==> src/verilog/rv_isa_pkg.sv <==
`default_nettype none

package rv_isa_pkg;

  // major opcode, instruction bits 6..2
  typedef enum logic [4:0] {
    opc_load   = 5'b00000,
    opc_op_imm = 5'b00100,
    opc_auipc  = 5'b00101,
    opc_store  = 5'b01000,
    opc_op     = 5'b01100,
    opc_lui    = 5'b01101,
    opc_branch = 5'b11000,
    opc_jalr   = 5'b11001,
    opc_jal    = 5'b11011,
    opc_system = 5'b11100
  } opcode_t;

  typedef enum logic [2:0] {
    br_beq  = 3'b000,
    br_bne  = 3'b001,
    br_blt  = 3'b100,
    br_bge  = 3'b101,
    br_bltu = 3'b110,
    br_bgeu = 3'b111
  } branch_funct_t;

  // zicsr funct3, bit 2 selects the immediate form
  typedef enum logic [2:0] {
    csr_rw  = 3'b001,
    csr_rs  = 3'b010,
    csr_rc  = 3'b011,
    csr_rwi = 3'b101,
    csr_rsi = 3'b110,
    csr_rci = 3'b111
  } csr_funct_t;

  localparam logic [11:0] csr_mstatus = 12'h300;
  localparam logic [11:0] csr_mtvec   = 12'h305;
  localparam logic [11:0] csr_mepc    = 12'h341;
  localparam logic [11:0] csr_mcause  = 12'h342;

  typedef struct packed {
    logic [6:0] funct7;
    logic [4:0] rs2;
    logic [4:0] rs1;
    logic [2:0] funct3;
    logic [4:0] rd;
    opcode_t    opcode;
    logic [1:0] quadrant;
  } r_fmt_t;

  typedef struct packed {
    logic [11:0] imm;
    logic [4:0]  rs1;
    logic [2:0]  funct3;
    logic [4:0]  rd;
    opcode_t     opcode;
    logic [1:0]  quadrant;
  } i_fmt_t;

  typedef struct packed {
    logic [6:0] imm_11_5;
    logic [4:0] rs2;
    logic [4:0] rs1;
    logic [2:0] funct3;
    logic [4:0] imm_4_0;
    opcode_t    opcode;
    logic [1:0] quadrant;
  } s_fmt_t;

  typedef struct packed {
    logic       imm_12;
    logic [5:0] imm_10_5;
    logic [4:0] rs2;
    logic [4:0] rs1;
    logic [2:0] funct3;
    logic [3:0] imm_4_1;
    logic       imm_11;
    opcode_t    opcode;
    logic [1:0] quadrant;
  } b_fmt_t;

  typedef struct packed {
    logic [19:0] imm_31_12;
    logic [4:0]  rd;
    opcode_t     opcode;
    logic [1:0]  quadrant;
  } u_fmt_t;

  typedef struct packed {
    logic       imm_20;
    logic [9:0] imm_10_1;
    logic       imm_11;
    logic [7:0] imm_19_12;
    logic [4:0] rd;
    opcode_t    opcode;
    logic [1:0] quadrant;
  } j_fmt_t;

  // one instruction word, viewed in each base format
  typedef union packed {
    r_fmt_t r;
    i_fmt_t i;
    s_fmt_t s;
    b_fmt_t b;
    u_fmt_t u;
    j_fmt_t j;
  } inst_t;

endpackage

`default_nettype wire

==> src/verilog/decode_pkg.sv <==
`default_nettype none

package decode_pkg;

  // same codes as funct3 of the register-register ALU ops
  typedef enum logic [2:0] {
    alu_add = 3'b000,
    alu_shl = 3'b001,
    alu_lts = 3'b010,
    alu_ltu = 3'b011,
    alu_xor = 3'b100,
    alu_shr = 3'b101,
    alu_or  = 3'b110,
    alu_and = 3'b111
  } alu_funct_t;

  typedef enum logic [2:0] {
    goto_none = 3'b000,
    goto_pc_c = 3'b001,
    goto_a_c  = 3'b010,
    goto_a    = 3'b011,
    // conditional on the ALU result
    goto_nz   = 3'b100,
    goto_z    = 3'b101
  } goto_t;

  typedef enum logic [1:0] {
    csrw_none   = 2'b00,
    csrw_alu    = 2'b01,
    csrw_val_b  = 2'b10,
    csrw_ebreak = 2'b11
  } csrw_t;

  typedef enum logic [1:0] {
    sel_a_zero = 2'd0,
    sel_a_rs1  = 2'd1,
    sel_a_csr  = 2'd2
  } sel_a_t;

  typedef enum logic [2:0] {
    sel_b_zero  = 3'd0,
    sel_b_imm_u = 3'd1,
    sel_b_four  = 3'd2,
    sel_b_rs2   = 3'd3,
    sel_b_imm_i = 3'd4,
    sel_b_imm_s = 3'd5,
    sel_b_imm_z = 3'd6,
    sel_b_pc    = 3'd7
  } sel_b_t;

  typedef enum logic [2:0] {
    sel_c_zero     = 3'd0,
    sel_c_imm_j    = 3'd1,
    sel_c_imm_i    = 3'd2,
    sel_c_imm_b    = 3'd3,
    sel_c_rs2      = 3'd4,
    sel_c_csr_addr = 3'd5
  } sel_c_t;

  typedef struct packed {
    // 1 selects pc instead of val_a as ALU operand
    logic       alu_src;
    alu_funct_t alu_funct;
    logic       alu_sw;
    // rd of zero means no register write
    logic [4:0] rd;
    // 1 writes val_a (old CSR value) to rd
    logic       rd_src;
    // {load, sign, size}, store is {0, 1, size}
    logic [3:0] ls;
    goto_t      goto;
    csrw_t      csrw;
  } ctrl_t;

  typedef struct packed {
    sel_a_t sel_a;
    sel_b_t sel_b;
    sel_c_t sel_c;
  } sel_t;

  typedef struct packed {
    logic [31:0] pc;
    logic [31:0] val_a;
    logic [31:0] val_b;
    logic [31:0] val_c;
  } operands_t;

  typedef struct packed {
    logic        en;
    logic [4:0]  addr;
    logic [31:0] data;
  } gpr_wr_t;

  typedef struct packed {
    logic        en;
    logic [11:0] addr;
    logic [31:0] data;
  } csr_wr_t;

endpackage

`default_nettype wire

==> src/verilog/gpr_file.sv <==
`default_nettype none

module gpr_file #(
  parameter int num_gpr = 32
) (
  input  logic                clock,
  input  logic                reset,
  input  logic [4:0]          raddr1,
  output logic [31:0]         rdata1,
  input  logic [4:0]          raddr2,
  output logic [31:0]         rdata2,
  input  decode_pkg::gpr_wr_t wr
);

  // x0 has no storage
  logic [31:0] regs [1:num_gpr-1];

  function automatic logic [31:0] read_reg(input logic [4:0] addr);
    if (addr == 5'd0 || addr >= num_gpr) begin
      return 32'd0;
    end
    return regs[addr];
  endfunction

  always_ff @(posedge clock) begin
    if (reset) begin
      for (int k = 1; k < num_gpr; k++) begin
        regs[k] <= 32'd0;
      end
    end else if (wr.en && wr.addr != 5'd0 && wr.addr < num_gpr) begin
      regs[wr.addr] <= wr.data;
    end
  end

  always_comb begin
    rdata1 = read_reg(raddr1);
    rdata2 = read_reg(raddr2);
  end

endmodule

`default_nettype wire

==> src/verilog/csr_file.sv <==
`default_nettype none

module csr_file (
  input  logic                clock,
  input  logic                reset,
  input  logic [11:0]         raddr,
  output logic [31:0]         rdata,
  input  decode_pkg::csr_wr_t wr
);

  logic [31:0] mstatus;
  logic [31:0] mtvec;
  logic [31:0] mepc;
  logic [31:0] mcause;

  always_ff @(posedge clock) begin
    if (reset) begin
      mstatus <= 32'd0;
      mtvec   <= 32'd0;
      mepc    <= 32'd0;
      mcause  <= 32'd0;
    end else if (wr.en) begin
      // writes to unimplemented addresses are dropped
      case (wr.addr)
        rv_isa_pkg::csr_mstatus: mstatus <= wr.data;
        rv_isa_pkg::csr_mtvec:   mtvec   <= wr.data;
        rv_isa_pkg::csr_mepc:    mepc    <= wr.data;
        rv_isa_pkg::csr_mcause:  mcause  <= wr.data;
        default: begin
        end
      endcase
    end
  end

  always_comb begin
    case (raddr)
      rv_isa_pkg::csr_mstatus: rdata = mstatus;
      rv_isa_pkg::csr_mtvec:   rdata = mtvec;
      rv_isa_pkg::csr_mepc:    rdata = mepc;
      rv_isa_pkg::csr_mcause:  rdata = mcause;
      default:                 rdata = 32'd0;
    endcase
  end

endmodule

`default_nettype wire

==> src/verilog/decode_ctrl.sv <==
`default_nettype none

module decode_ctrl (
  input  logic                clock,
  input  logic                reset,
  input  logic                flush,
  input  logic                in_valid,
  output logic                in_ready,
  input  logic [31:0]         in_pc,
  input  rv_isa_pkg::inst_t   in_inst,
  output logic                out_valid,
  input  logic                out_ready,
  output rv_isa_pkg::inst_t   held_inst,
  output logic [31:0]         held_pc,
  output decode_pkg::ctrl_t   ctrl,
  output decode_pkg::sel_t    sel,
  output logic [4:0]          gpr_raddr1,
  output logic [4:0]          gpr_raddr2,
  output logic [11:0]         csr_raddr
);

  typedef enum logic {
    st_idle,
    st_hold
  } state_t;

  state_t                 state;
  state_t                 state_next;
  logic                   accept;
  rv_isa_pkg::opcode_t    opcode;
  logic [2:0]             funct3;
  logic [6:0]             funct7;
  logic [11:0]            funct12;
  logic                   zicsr;
  logic                   ebreak;
  decode_pkg::alu_funct_t branch_alu;
  decode_pkg::alu_funct_t csr_alu;

  assign in_ready  = (state == st_idle) || (out_ready || flush);
  assign out_valid = (state == st_hold) && !flush;
  assign accept    = in_valid && in_ready;

  always_comb begin
    state_next = state;
    if (accept) begin
      state_next = st_hold;
    end else if (state == st_hold && (out_ready || flush)) begin
      state_next = st_idle;
    end
  end

  always_ff @(posedge clock) begin
    if (reset) begin
      state     <= st_idle;
      // nop: addi x0, x0, 0
      held_inst <= 32'h0000_0013;
    end else begin
      state <= state_next;
      if (accept) begin
        held_inst <= in_inst;
      end
    end
  end

  always_ff @(posedge clock) begin
    if (accept) begin
      held_pc <= in_pc;
    end
  end

  assign opcode  = held_inst.r.opcode;
  assign funct3  = held_inst.r.funct3;
  assign funct7  = held_inst.r.funct7;
  assign funct12 = held_inst.i.imm;

  // only the zicsr ops have a nonzero funct3 among SYSTEM
  assign zicsr  = |funct3;
  assign ebreak = funct12[1:0] == 2'b01;

  // mret returns through mepc, ecall enters through mtvec
  assign csr_raddr  = zicsr ? funct12 : (funct12[1] ? rv_isa_pkg::csr_mepc
                                                    : rv_isa_pkg::csr_mtvec);
  assign gpr_raddr1 = held_inst.r.rs1;
  // port 2 carries rs1 for zicsr so that val_b can take the rs2 path
  assign gpr_raddr2 = (opcode == rv_isa_pkg::opc_system) ? held_inst.r.rs1
                                                         : held_inst.r.rs2;

  always_comb begin
    case (funct3)
      rv_isa_pkg::br_blt, rv_isa_pkg::br_bge:   branch_alu = decode_pkg::alu_lts;
      rv_isa_pkg::br_bltu, rv_isa_pkg::br_bgeu: branch_alu = decode_pkg::alu_ltu;
      default:                                  branch_alu = decode_pkg::alu_xor;
    endcase
  end

  always_comb begin
    case (funct3)
      rv_isa_pkg::csr_rs, rv_isa_pkg::csr_rsi: csr_alu = decode_pkg::alu_or;
      rv_isa_pkg::csr_rc, rv_isa_pkg::csr_rci: csr_alu = decode_pkg::alu_and;
      default:                                 csr_alu = decode_pkg::alu_add;
    endcase
  end

  always_comb begin
    ctrl    = '0;
    ctrl.rd = held_inst.r.rd;
    sel     = '0;
    case (opcode)
      rv_isa_pkg::opc_lui: begin
        sel.sel_b = decode_pkg::sel_b_imm_u;
      end
      rv_isa_pkg::opc_auipc: begin
        ctrl.alu_src = 1'b1;
        sel.sel_b    = decode_pkg::sel_b_imm_u;
      end
      rv_isa_pkg::opc_jal: begin
        ctrl.alu_src = 1'b1;
        ctrl.goto    = decode_pkg::goto_pc_c;
        sel.sel_b    = decode_pkg::sel_b_four;
        sel.sel_c    = decode_pkg::sel_c_imm_j;
      end
      rv_isa_pkg::opc_jalr: begin
        ctrl.alu_src = 1'b1;
        ctrl.goto    = decode_pkg::goto_a_c;
        sel.sel_a    = decode_pkg::sel_a_rs1;
        sel.sel_b    = decode_pkg::sel_b_four;
        sel.sel_c    = decode_pkg::sel_c_imm_i;
      end
      rv_isa_pkg::opc_branch: begin
        ctrl.alu_funct = branch_alu;
        ctrl.rd        = 5'd0;
        // beq, bge and bgeu take the branch on a zero result
        ctrl.goto      = ((funct3[0] && funct3[2]) || funct3 == 3'b000) ?
                         decode_pkg::goto_z : decode_pkg::goto_nz;
        sel.sel_a      = decode_pkg::sel_a_rs1;
        sel.sel_b      = decode_pkg::sel_b_rs2;
        sel.sel_c      = decode_pkg::sel_c_imm_b;
      end
      rv_isa_pkg::opc_load: begin
        ctrl.ls   = {1'b1, !funct3[2], funct3[1:0]};
        sel.sel_a = decode_pkg::sel_a_rs1;
        sel.sel_b = decode_pkg::sel_b_imm_i;
      end
      rv_isa_pkg::opc_store: begin
        ctrl.ls   = {2'b01, funct3[1:0]};
        ctrl.rd   = 5'd0;
        sel.sel_a = decode_pkg::sel_a_rs1;
        sel.sel_b = decode_pkg::sel_b_imm_s;
        sel.sel_c = decode_pkg::sel_c_rs2;
      end
      rv_isa_pkg::opc_op_imm: begin
        ctrl.alu_funct = decode_pkg::alu_funct_t'(funct3);
        // srai is the only immediate op with a sign switch
        ctrl.alu_sw    = (funct3 == decode_pkg::alu_shr) && funct7[5];
        sel.sel_a      = decode_pkg::sel_a_rs1;
        sel.sel_b      = decode_pkg::sel_b_imm_i;
      end
      rv_isa_pkg::opc_op: begin
        ctrl.alu_funct = decode_pkg::alu_funct_t'(funct3);
        ctrl.alu_sw    = funct7[5];
        sel.sel_a      = decode_pkg::sel_a_rs1;
        sel.sel_b      = decode_pkg::sel_b_rs2;
      end
      rv_isa_pkg::opc_system: begin
        ctrl.alu_funct = csr_alu;
        // clear ops invert the mask before the and
        ctrl.alu_sw    = &funct3[1:0];
        ctrl.rd_src    = 1'b1;
        ctrl.goto      = (zicsr || ebreak) ? decode_pkg::goto_none : decode_pkg::goto_a;
        if (zicsr) begin
          ctrl.csrw = (funct3[1:0] == 2'b01) ? decode_pkg::csrw_val_b : decode_pkg::csrw_alu;
        end else if (ebreak) begin
          ctrl.csrw = decode_pkg::csrw_ebreak;
        end else begin
          // ecall saves pc to mepc, mret writes nothing
          ctrl.csrw = funct12[1] ? decode_pkg::csrw_none : decode_pkg::csrw_val_b;
        end
        sel.sel_a = decode_pkg::sel_a_csr;
        if (!zicsr) begin
          sel.sel_b = decode_pkg::sel_b_pc;
        end else if (funct3[2]) begin
          sel.sel_b = decode_pkg::sel_b_imm_z;
        end else begin
          sel.sel_b = decode_pkg::sel_b_rs2;
        end
        sel.sel_c = decode_pkg::sel_c_csr_addr;
      end
      default: begin
        ctrl.rd = 5'd0;
      end
    endcase
  end

endmodule

`default_nettype wire

==> src/verilog/operand_select.sv <==
`default_nettype none

module operand_select (
  input  rv_isa_pkg::inst_t     held_inst,
  input  logic [31:0]           held_pc,
  input  decode_pkg::sel_t      sel,
  input  logic [31:0]           gpr_rdata1,
  input  logic [31:0]           gpr_rdata2,
  input  logic [31:0]           csr_rdata,
  output decode_pkg::operands_t ops
);

  logic [31:0] imm_i;
  logic [31:0] imm_s;
  logic [31:0] imm_b;
  logic [31:0] imm_u;
  logic [31:0] imm_j;
  logic [31:0] imm_z;
  logic [11:0] csr_addr;

  assign imm_i = {{20{held_inst.i.imm[11]}}, held_inst.i.imm};
  assign imm_s = {{20{held_inst.s.imm_11_5[6]}}, held_inst.s.imm_11_5, held_inst.s.imm_4_0};
  assign imm_b = {{20{held_inst.b.imm_12}}, held_inst.b.imm_11, held_inst.b.imm_10_5,
                  held_inst.b.imm_4_1, 1'b0};
  assign imm_u = {held_inst.u.imm_31_12, 12'h000};
  assign imm_j = {{12{held_inst.j.imm_20}}, held_inst.j.imm_19_12, held_inst.j.imm_11,
                  held_inst.j.imm_10_1, 1'b0};
  // zicsr immediate sits in the rs1 field
  assign imm_z = {27'd0, held_inst.i.rs1};

  // zicsr names its CSR, ecall/ebreak/mret target mepc
  assign csr_addr = (|held_inst.i.funct3) ? held_inst.i.imm : rv_isa_pkg::csr_mepc;

  assign ops.pc = held_pc;

  always_comb begin
    case (sel.sel_a)
      decode_pkg::sel_a_rs1: ops.val_a = gpr_rdata1;
      decode_pkg::sel_a_csr: ops.val_a = csr_rdata;
      default:               ops.val_a = 32'd0;
    endcase
  end

  always_comb begin
    case (sel.sel_b)
      decode_pkg::sel_b_imm_u: ops.val_b = imm_u;
      decode_pkg::sel_b_four:  ops.val_b = 32'd4;
      decode_pkg::sel_b_rs2:   ops.val_b = gpr_rdata2;
      decode_pkg::sel_b_imm_i: ops.val_b = imm_i;
      decode_pkg::sel_b_imm_s: ops.val_b = imm_s;
      decode_pkg::sel_b_imm_z: ops.val_b = imm_z;
      decode_pkg::sel_b_pc:    ops.val_b = held_pc;
      default:                 ops.val_b = 32'd0;
    endcase
  end

  always_comb begin
    case (sel.sel_c)
      decode_pkg::sel_c_imm_j:    ops.val_c = imm_j;
      decode_pkg::sel_c_imm_i:    ops.val_c = imm_i;
      decode_pkg::sel_c_imm_b:    ops.val_c = imm_b;
      decode_pkg::sel_c_rs2:      ops.val_c = gpr_rdata2;
      decode_pkg::sel_c_csr_addr: ops.val_c = {20'd0, csr_addr};
      default:                    ops.val_c = 32'd0;
    endcase
  end

endmodule

`default_nettype wire

==> src/verilog/decode_unit.sv <==
`default_nettype none

module decode_unit #(
  parameter int num_gpr = 32
) (
  input  logic                  clock,
  input  logic                  reset,
  input  logic                  flush,
  input  logic                  in_valid,
  output logic                  in_ready,
  input  logic [31:0]           in_pc,
  input  rv_isa_pkg::inst_t     in_inst,
  output logic                  out_valid,
  input  logic                  out_ready,
  output decode_pkg::ctrl_t     out_ctrl,
  output decode_pkg::operands_t out_ops,
  input  decode_pkg::gpr_wr_t   gpr_wr,
  input  decode_pkg::csr_wr_t   csr_wr
);

  rv_isa_pkg::inst_t held_inst;
  logic [31:0]       held_pc;
  decode_pkg::sel_t  sel;
  logic [4:0]        gpr_raddr1;
  logic [4:0]        gpr_raddr2;
  logic [31:0]       gpr_rdata1;
  logic [31:0]       gpr_rdata2;
  logic [11:0]       csr_raddr;
  logic [31:0]       csr_rdata;

  decode_ctrl u_ctrl (
    .clock      (clock),
    .reset      (reset),
    .flush      (flush),
    .in_valid   (in_valid),
    .in_ready   (in_ready),
    .in_pc      (in_pc),
    .in_inst    (in_inst),
    .out_valid  (out_valid),
    .out_ready  (out_ready),
    .held_inst  (held_inst),
    .held_pc    (held_pc),
    .ctrl       (out_ctrl),
    .sel        (sel),
    .gpr_raddr1 (gpr_raddr1),
    .gpr_raddr2 (gpr_raddr2),
    .csr_raddr  (csr_raddr)
  );

  operand_select u_operands (
    .held_inst  (held_inst),
    .held_pc    (held_pc),
    .sel        (sel),
    .gpr_rdata1 (gpr_rdata1),
    .gpr_rdata2 (gpr_rdata2),
    .csr_rdata  (csr_rdata),
    .ops        (out_ops)
  );

  gpr_file #(
    .num_gpr (num_gpr)
  ) u_gpr (
    .clock  (clock),
    .reset  (reset),
    .raddr1 (gpr_raddr1),
    .rdata1 (gpr_rdata1),
    .raddr2 (gpr_raddr2),
    .rdata2 (gpr_rdata2),
    .wr     (gpr_wr)
  );

  csr_file u_csr (
    .clock (clock),
    .reset (reset),
    .raddr (csr_raddr),
    .rdata (csr_rdata),
    .wr    (csr_wr)
  );

endmodule

`default_nettype wire

==> config.mk <==
export PLATFORM = sky130hd
export DESIGN_NAME = decode_unit
export DESIGN_NICKNAME = d
export VERILOG_FILES = /design/src/verilog/rv_isa_pkg.sv /design/src/verilog/decode_pkg.sv /design/src/verilog/gpr_file.sv /design/src/verilog/csr_file.sv /design/src/verilog/decode_ctrl.sv /design/src/verilog/operand_select.sv /design/src/verilog/decode_unit.sv
export SDC_FILE = /design/constraint.sdc
export NUM_CORES = 2
export LEC_CHECK = 0
export BUFFER_PORTS_ARGS = -buffer_cell sky130_fd_sc_hd__buf_4
export CORE_ASPECT_RATIO = 1.4
export CORE_UTILIZATION = 62
export DETAILED_ROUTE_END_ITERATION = 16
export PLACE_DENSITY = 0.92
export SETUP_SLACK_MARGIN = 0.5
export SLEW_MARGIN = 20
export SYNTH_ARGS = -nofsm -noshare
export SYNTH_HDL_FRONTEND = slang
export SYNTH_SLANG_ARGS = --single-unit
==> constraint.sdc <==
create_clock -name clock -period 4 [get_ports clock]
set_clock_uncertainty 0.2 [all_clocks]
set_input_delay 0.2 -clock clock [delete_from_list [all_inputs] [get_ports clock]]
set_output_delay 0.2 -clock clock [all_outputs]
set_load 0.005 [all_outputs]
==> results of run 1 <==
-- cell families after synthesis --
logic type / share of synthesized area [%]
multiplexers: 13.5
adder cells (fa/ha/maj): 0.0382
buffers and inverters: 3.87
AO/OA/AOI/OAI: 9.49
other: 0.00572
flip-flops: 53.4
AND/OR/NAND/NOR: 19.7
-- synth_stat cells, types with 10 or more instances --
master,count,area (sq um)
o21ai_1,19,95.1
buf_2,112,561
nor2b_1,11,68.8
o22ai_1,31,194
o22a_1,10,87.6
nand3_1,281,1410
nor3_1,21,105
a211oi_1,43,323
a222oi_1,42,420
a32oi_1,64,561
nand4_1,47,294
buf_4,22,165
nand2_1,833,3130
and3_1,40,250
inv_1,17,63.8
a21oi_1,306,1530
o211ai_1,22,165
clkbuf_1,416,1560
dfxtp_1,164,3280
o2111ai_1,10,87.6
nand2b_1,34,213
nor2_1,120,450
mux2_2,51,574
mux2i_1,98,981
a22oi_1,22,165
a311oi_1,11,96.3
o21ai_0,153,766
a31oi_1,69,432
a221o_1,10,100
buf_1,14,52.6
and2_1,996,6230
mux4_2,322,7250
or2_2,36,225
edfxtp_1,1056,31700
a221oi_1,28,245
nor4_1,16,100
-- stage by stage --
step                      util (%)  setup slack (ns)  hold WS, ns
after floorplan                  -              1.04       0.0989
after global placement        67.9            -0.297        0.178
after detailed placement      67.9            -0.325        0.179
after CTS                     77.8            -0.159       0.0374
-- timing repair --
action | CTS
buffers inserted | 164
pin swaps | 113
setup endpoints to repair | 96
gates resized for setup | 461
gates cloned | 44
endpoints found under the hold margin | 1227
hold buffers | 176
-- per-layer routing --
layer / GRT overflow / GRT usage [%]
met1: 0 / 73.9
met2: 3 / 90.8
met3: 1 / 68.1
met4: 5 / 78.2
met5: 0 / 50.7
==> results.md, run 1 <==
- Status: did not finish
- Failed at: 5_1_grt
- Log Error: [ERROR GRT-0232] Routing congestion too high. Check the congestion heatmap in the GUI.
- Gpl congestion: 1.03
- Yosys warns: 0
- GR repair worst EP: out_ops[32]
- DIE HEIGHT: 387 microns
- Max clock buf depth: 3
- Inst Count DP: 7149
- Num rows: 140
- CTS Sinks: 1220
- Die Width: 277 microns
- Seq/Total Area, Yosys: 53.4%
- Avg Inst Size Synth: 11.5 sq um
- Post-place instance area: 0.0708 sq mm
- Starting Density: 62.8%
- Total Routing Usage GR: 77.5%
- Number of flops mapped to enable cells by yosys: 1056
- Synth Instances: 5707
- #FFs+latches synth: 1220
- Synth unique cells: 98
- Initial antenna violation count: 74
- Ys async rst share: 0%
- Worst ep type: primary output
- Largest net degree at the start of global routing: 104
- HPWL Detailed: 166 mm
- Num CTS Buffers: 112
- Port Buffers: 299
- H-tree Lvls: 3
- Cell area after synthesis: 0.0655 sq mm
- Primary flip-flop cell chosen by synthesis mapping: edfxtp_1
- GR Overflow Total: 9
- Root Buffer: clkbuf_16
- # IOs: 302
==> inputs of run 2 (changes only) <==
Settings changed: CORE_ASPECT_RATIO 1.4 to unset, CORE_UTILIZATION 62 to 40, PLACE_DENSITY 0.92 to unset, PLACE_DENSITY_LB_ADDON set to 0.15, SETUP_SLACK_MARGIN 0.5 to unset.
==> run 2 against run 1 <==
Net effect:
- the flow now finishes, with violations (negative setup slack)
- synthesized area unchanged
- synthesized cell count unchanged
==> results.md, run 2 <==
- Max clock buf depth: 3 (unchanged)
- Hold Path Class: primary input to register
- Fin nets: 6641
- HPWL Detailed: 183 mm (+10%)
- Post-synth top area cell: edfxtp_1
- Yosys warns: 0 (unchanged)
- #FFs+latches synth: 1220 (unchanged)
- Worst Setup End Kind: primary output
- Static leakage: 30.4 nW
- Peak supply drop: 0.397 mV
- Commonest non-fill, non-tap cell in the layout: edfxtp_1
- Die area: 0.165 sq mm
- DR iter-0 viols: 8968
- Fmax: 0.226 GHz
- Max-cap violations: 0
- Crit-path max FO: 7
- Largest cells by area after synthesis: edfxtp_1, mux4_2, and2_1, dfxtp_1, nand2_1
- Slew of the pin with the lowest slew margin: 1.24 ns
- RSZ-0062 raised after global routing: yes
- DIE HEIGHT: 407 microns (+5.2%)
- Crit path DAT: 4.02 ns
- CTS Sinks: 1220 (unchanged)
- CTS tree: built
- Final max-slew violation count: 0
- Ys async rst share: 0% (unchanged)
- Root Buffer: clkbuf_16
- Die Width: 407 microns (+47%)
- Post-place instance area: 0.0721 sq mm (+1.8%)
- Num CTS Buffers: 143 (+28%)
- Routed wire length: 306 mm
- H-tree Lvls: 4 (+1)
- Core Footprint: 0.163 sq mm
- # IOs: 302 (unchanged)
- Largest register FFs: 1024
- Most frequent cells after synthesis: edfxtp_1, and2_1, nand2_1
- Area growth syn-to-layout: 31.4%
- GR Overflow Total: 0
- Gpl congestion: 0.941 (-8.8%)
- First-pass GRT wire length: 411 mm
- Vias: 55770
- PwrDens: 395 mW/mm^2
- Post-Route Utilization: 52.9%
- Worst-Skew Late Latency: 0.81 ns
- Setup WS post-layout: -0.419 ns
- Largest net degree at the start of global routing: 93
- Clk slew on worst S/H paths: 0.06 ns
- Synth Instances: 5707 (unchanged)
- Final hold vios: 0
- Final min period: 4.42 ns
- Seq/Total Area, Yosys: 53.4% (unchanged)
- Critical path launch point type: register
- Primary flip-flop cell chosen by synthesis mapping: edfxtp_1
- First-pass DRT Iterations: 8
- Crit Path Class: register to primary output
- Most common cell in the netlist: edfxtp_1
- Most frequent cells in the layout: edfxtp_1, and2_1, nand2_1
- Num rows: 148 (+5.7%)
- Tcrit/Tclk final: 110%
- Post-route DRC: 0
- Layout cells sized above 1: 29.8%
- Port Buffers: 299 (unchanged)
- Number of flops mapped to enable cells by yosys: 1056 (unchanged)
- Starting Density: 40.3% (-23 points)
- Avg WL per Cell: 34.9 microns
- Final instance area: 0.0861 sq mm
- Synth top area share: 48.4% (unchanged)
- Avg Inst Size Synth: 11.5 sq um (unchanged)
- Status: finished with violations
- Vias in the first global route: 52266
- Initial antenna violation count: 21
- Relative slew slack: 17.5%
- Synth unique cells: 98 (unchanged)
- # setup viols final: 91
- Reg with most FFs: u_gpr.regs
- Antenna Nets Post-Route: 0
- Total Routing Usage GR: 35.7%
- CP Data Required Time: 3.60 ns
- Failing checks: negative setup slack
- Cell area after synthesis: 0.0655 sq mm (unchanged)
- Vias per Instance: 6.35
run 2: power breakdown:
part           total (mW)  switching [mW]  internal [mW]
logic                6.13            3.59           2.54
registers            14.9           0.447           14.5
clock network        13.0            5.66           7.37
total                34.1            9.70           24.4
run 2: kinds of logic (layout without fill, tap and decap cells):
group | after synthesis | after routing | share of synthesized area, %
buf+inv | 594 | 1452 | 3.87
compound gates | 935 | 935 | 9.49
flops | 1220 | 1220 | 53.4
simple gates | 2482 | 2485 | 19.7
fa+ha+maj | 2 | 2 | 0.0382
other cells | 1 | 45 | 0.00572
mux | 473 | 473 | 13.5
run 2: final cells by class:
cell class                 count  area [sq um]
antenna                       13          32.5
clock buffer                 185          3920
clock inverter                72           618
fill                       13655         76600
inverter                      19           100
multi-input combinational   3927         30700
sequential                  1220         35000
tap                         2175          2720
timing repair buffer        1176         13000
run 2: what timing repair did:
action | CTS | global route
hold buffers | 226 | 2
setup buffers | 165 | 84
endpoints found under the hold margin | 1222 | 13
pin swaps | 172 | 184
gates resized for setup | 531 | 281
setup endpoints to repair | 96 | 96
gates cloned | 46 | 19
run 2: metal layers:
| metal | share of wire (%) | wire [microns] | track usage (%) |
|---|---|---|---|
| met5 | 0.065 | 198 | 0 |
| met4 | 7.2 | 22000 | 21.5 |
| met3 | 13 | 40000 | 10.5 |
| met2 | 42 | 129000 | 52.1 |
| met1 | 37 | 115000 | 47.0 |
run 2: worst max-delay path: stages, from the launching register on:
cell and delay [ns]:
dfxtp_2 0.34, buf_6 0.11, nand4bb_4 0.29, buf_6 0.18, buf_6 0.11, nor3_4 0.21
nor2_4 0.11, buf_6 0.16, buf_12 0.15, a2111oi_4 0.28, a211oi_2 0.10, o211ai_1 0.47
o311a_1 0.31, buf_12 0.15, o21ai_2 0.05, buf_4 0.16
run 2: worst paths after layout:
check	endpoint	startpoint	slack (ns)	cells after the start
worst min register to register	u_csr.mepc[12]$_SDFFE_PP0P_	u_csr.mepc[12]$_SDFFE_PP0P_	0.25	2
worst max-delay path	out_ops[47]	u_ctrl.held_inst[3]$_SDFFE_PP0P_	-0.42	15
worst max register to register	register	u_ctrl.state$_SDFFE_PP0P_	0.65	10
worst min-delay path	u_csr.mepc[2]$_SDFFE_PP0P_	csr_wr[2]	0.04	4
run 2: per-stage QoR:
step / total power, mW / cells / hold slack (ns) / TNS [ns] / setup slack [ns]
after floorplan: 17.2 / 5738 / 0.0989 / 0 / 1.04
after global placement: 19.8 / 7997 / 0.179 / -0.200 / -0.193
after detailed placement: 19.8 / 7997 / 0.179 / -0.299 / -0.247
after CTS: 33.6 / 8689 / 0.0000437 / -18.28 / -0.368
after global routing: 34.7 / 8777 / 0.0321 / -22.72 / -0.423
final: 34.1 / 8787 / 0.0394 / -19.98 / -0.419
Note: power is estimated with default switching activity, not from simulation.
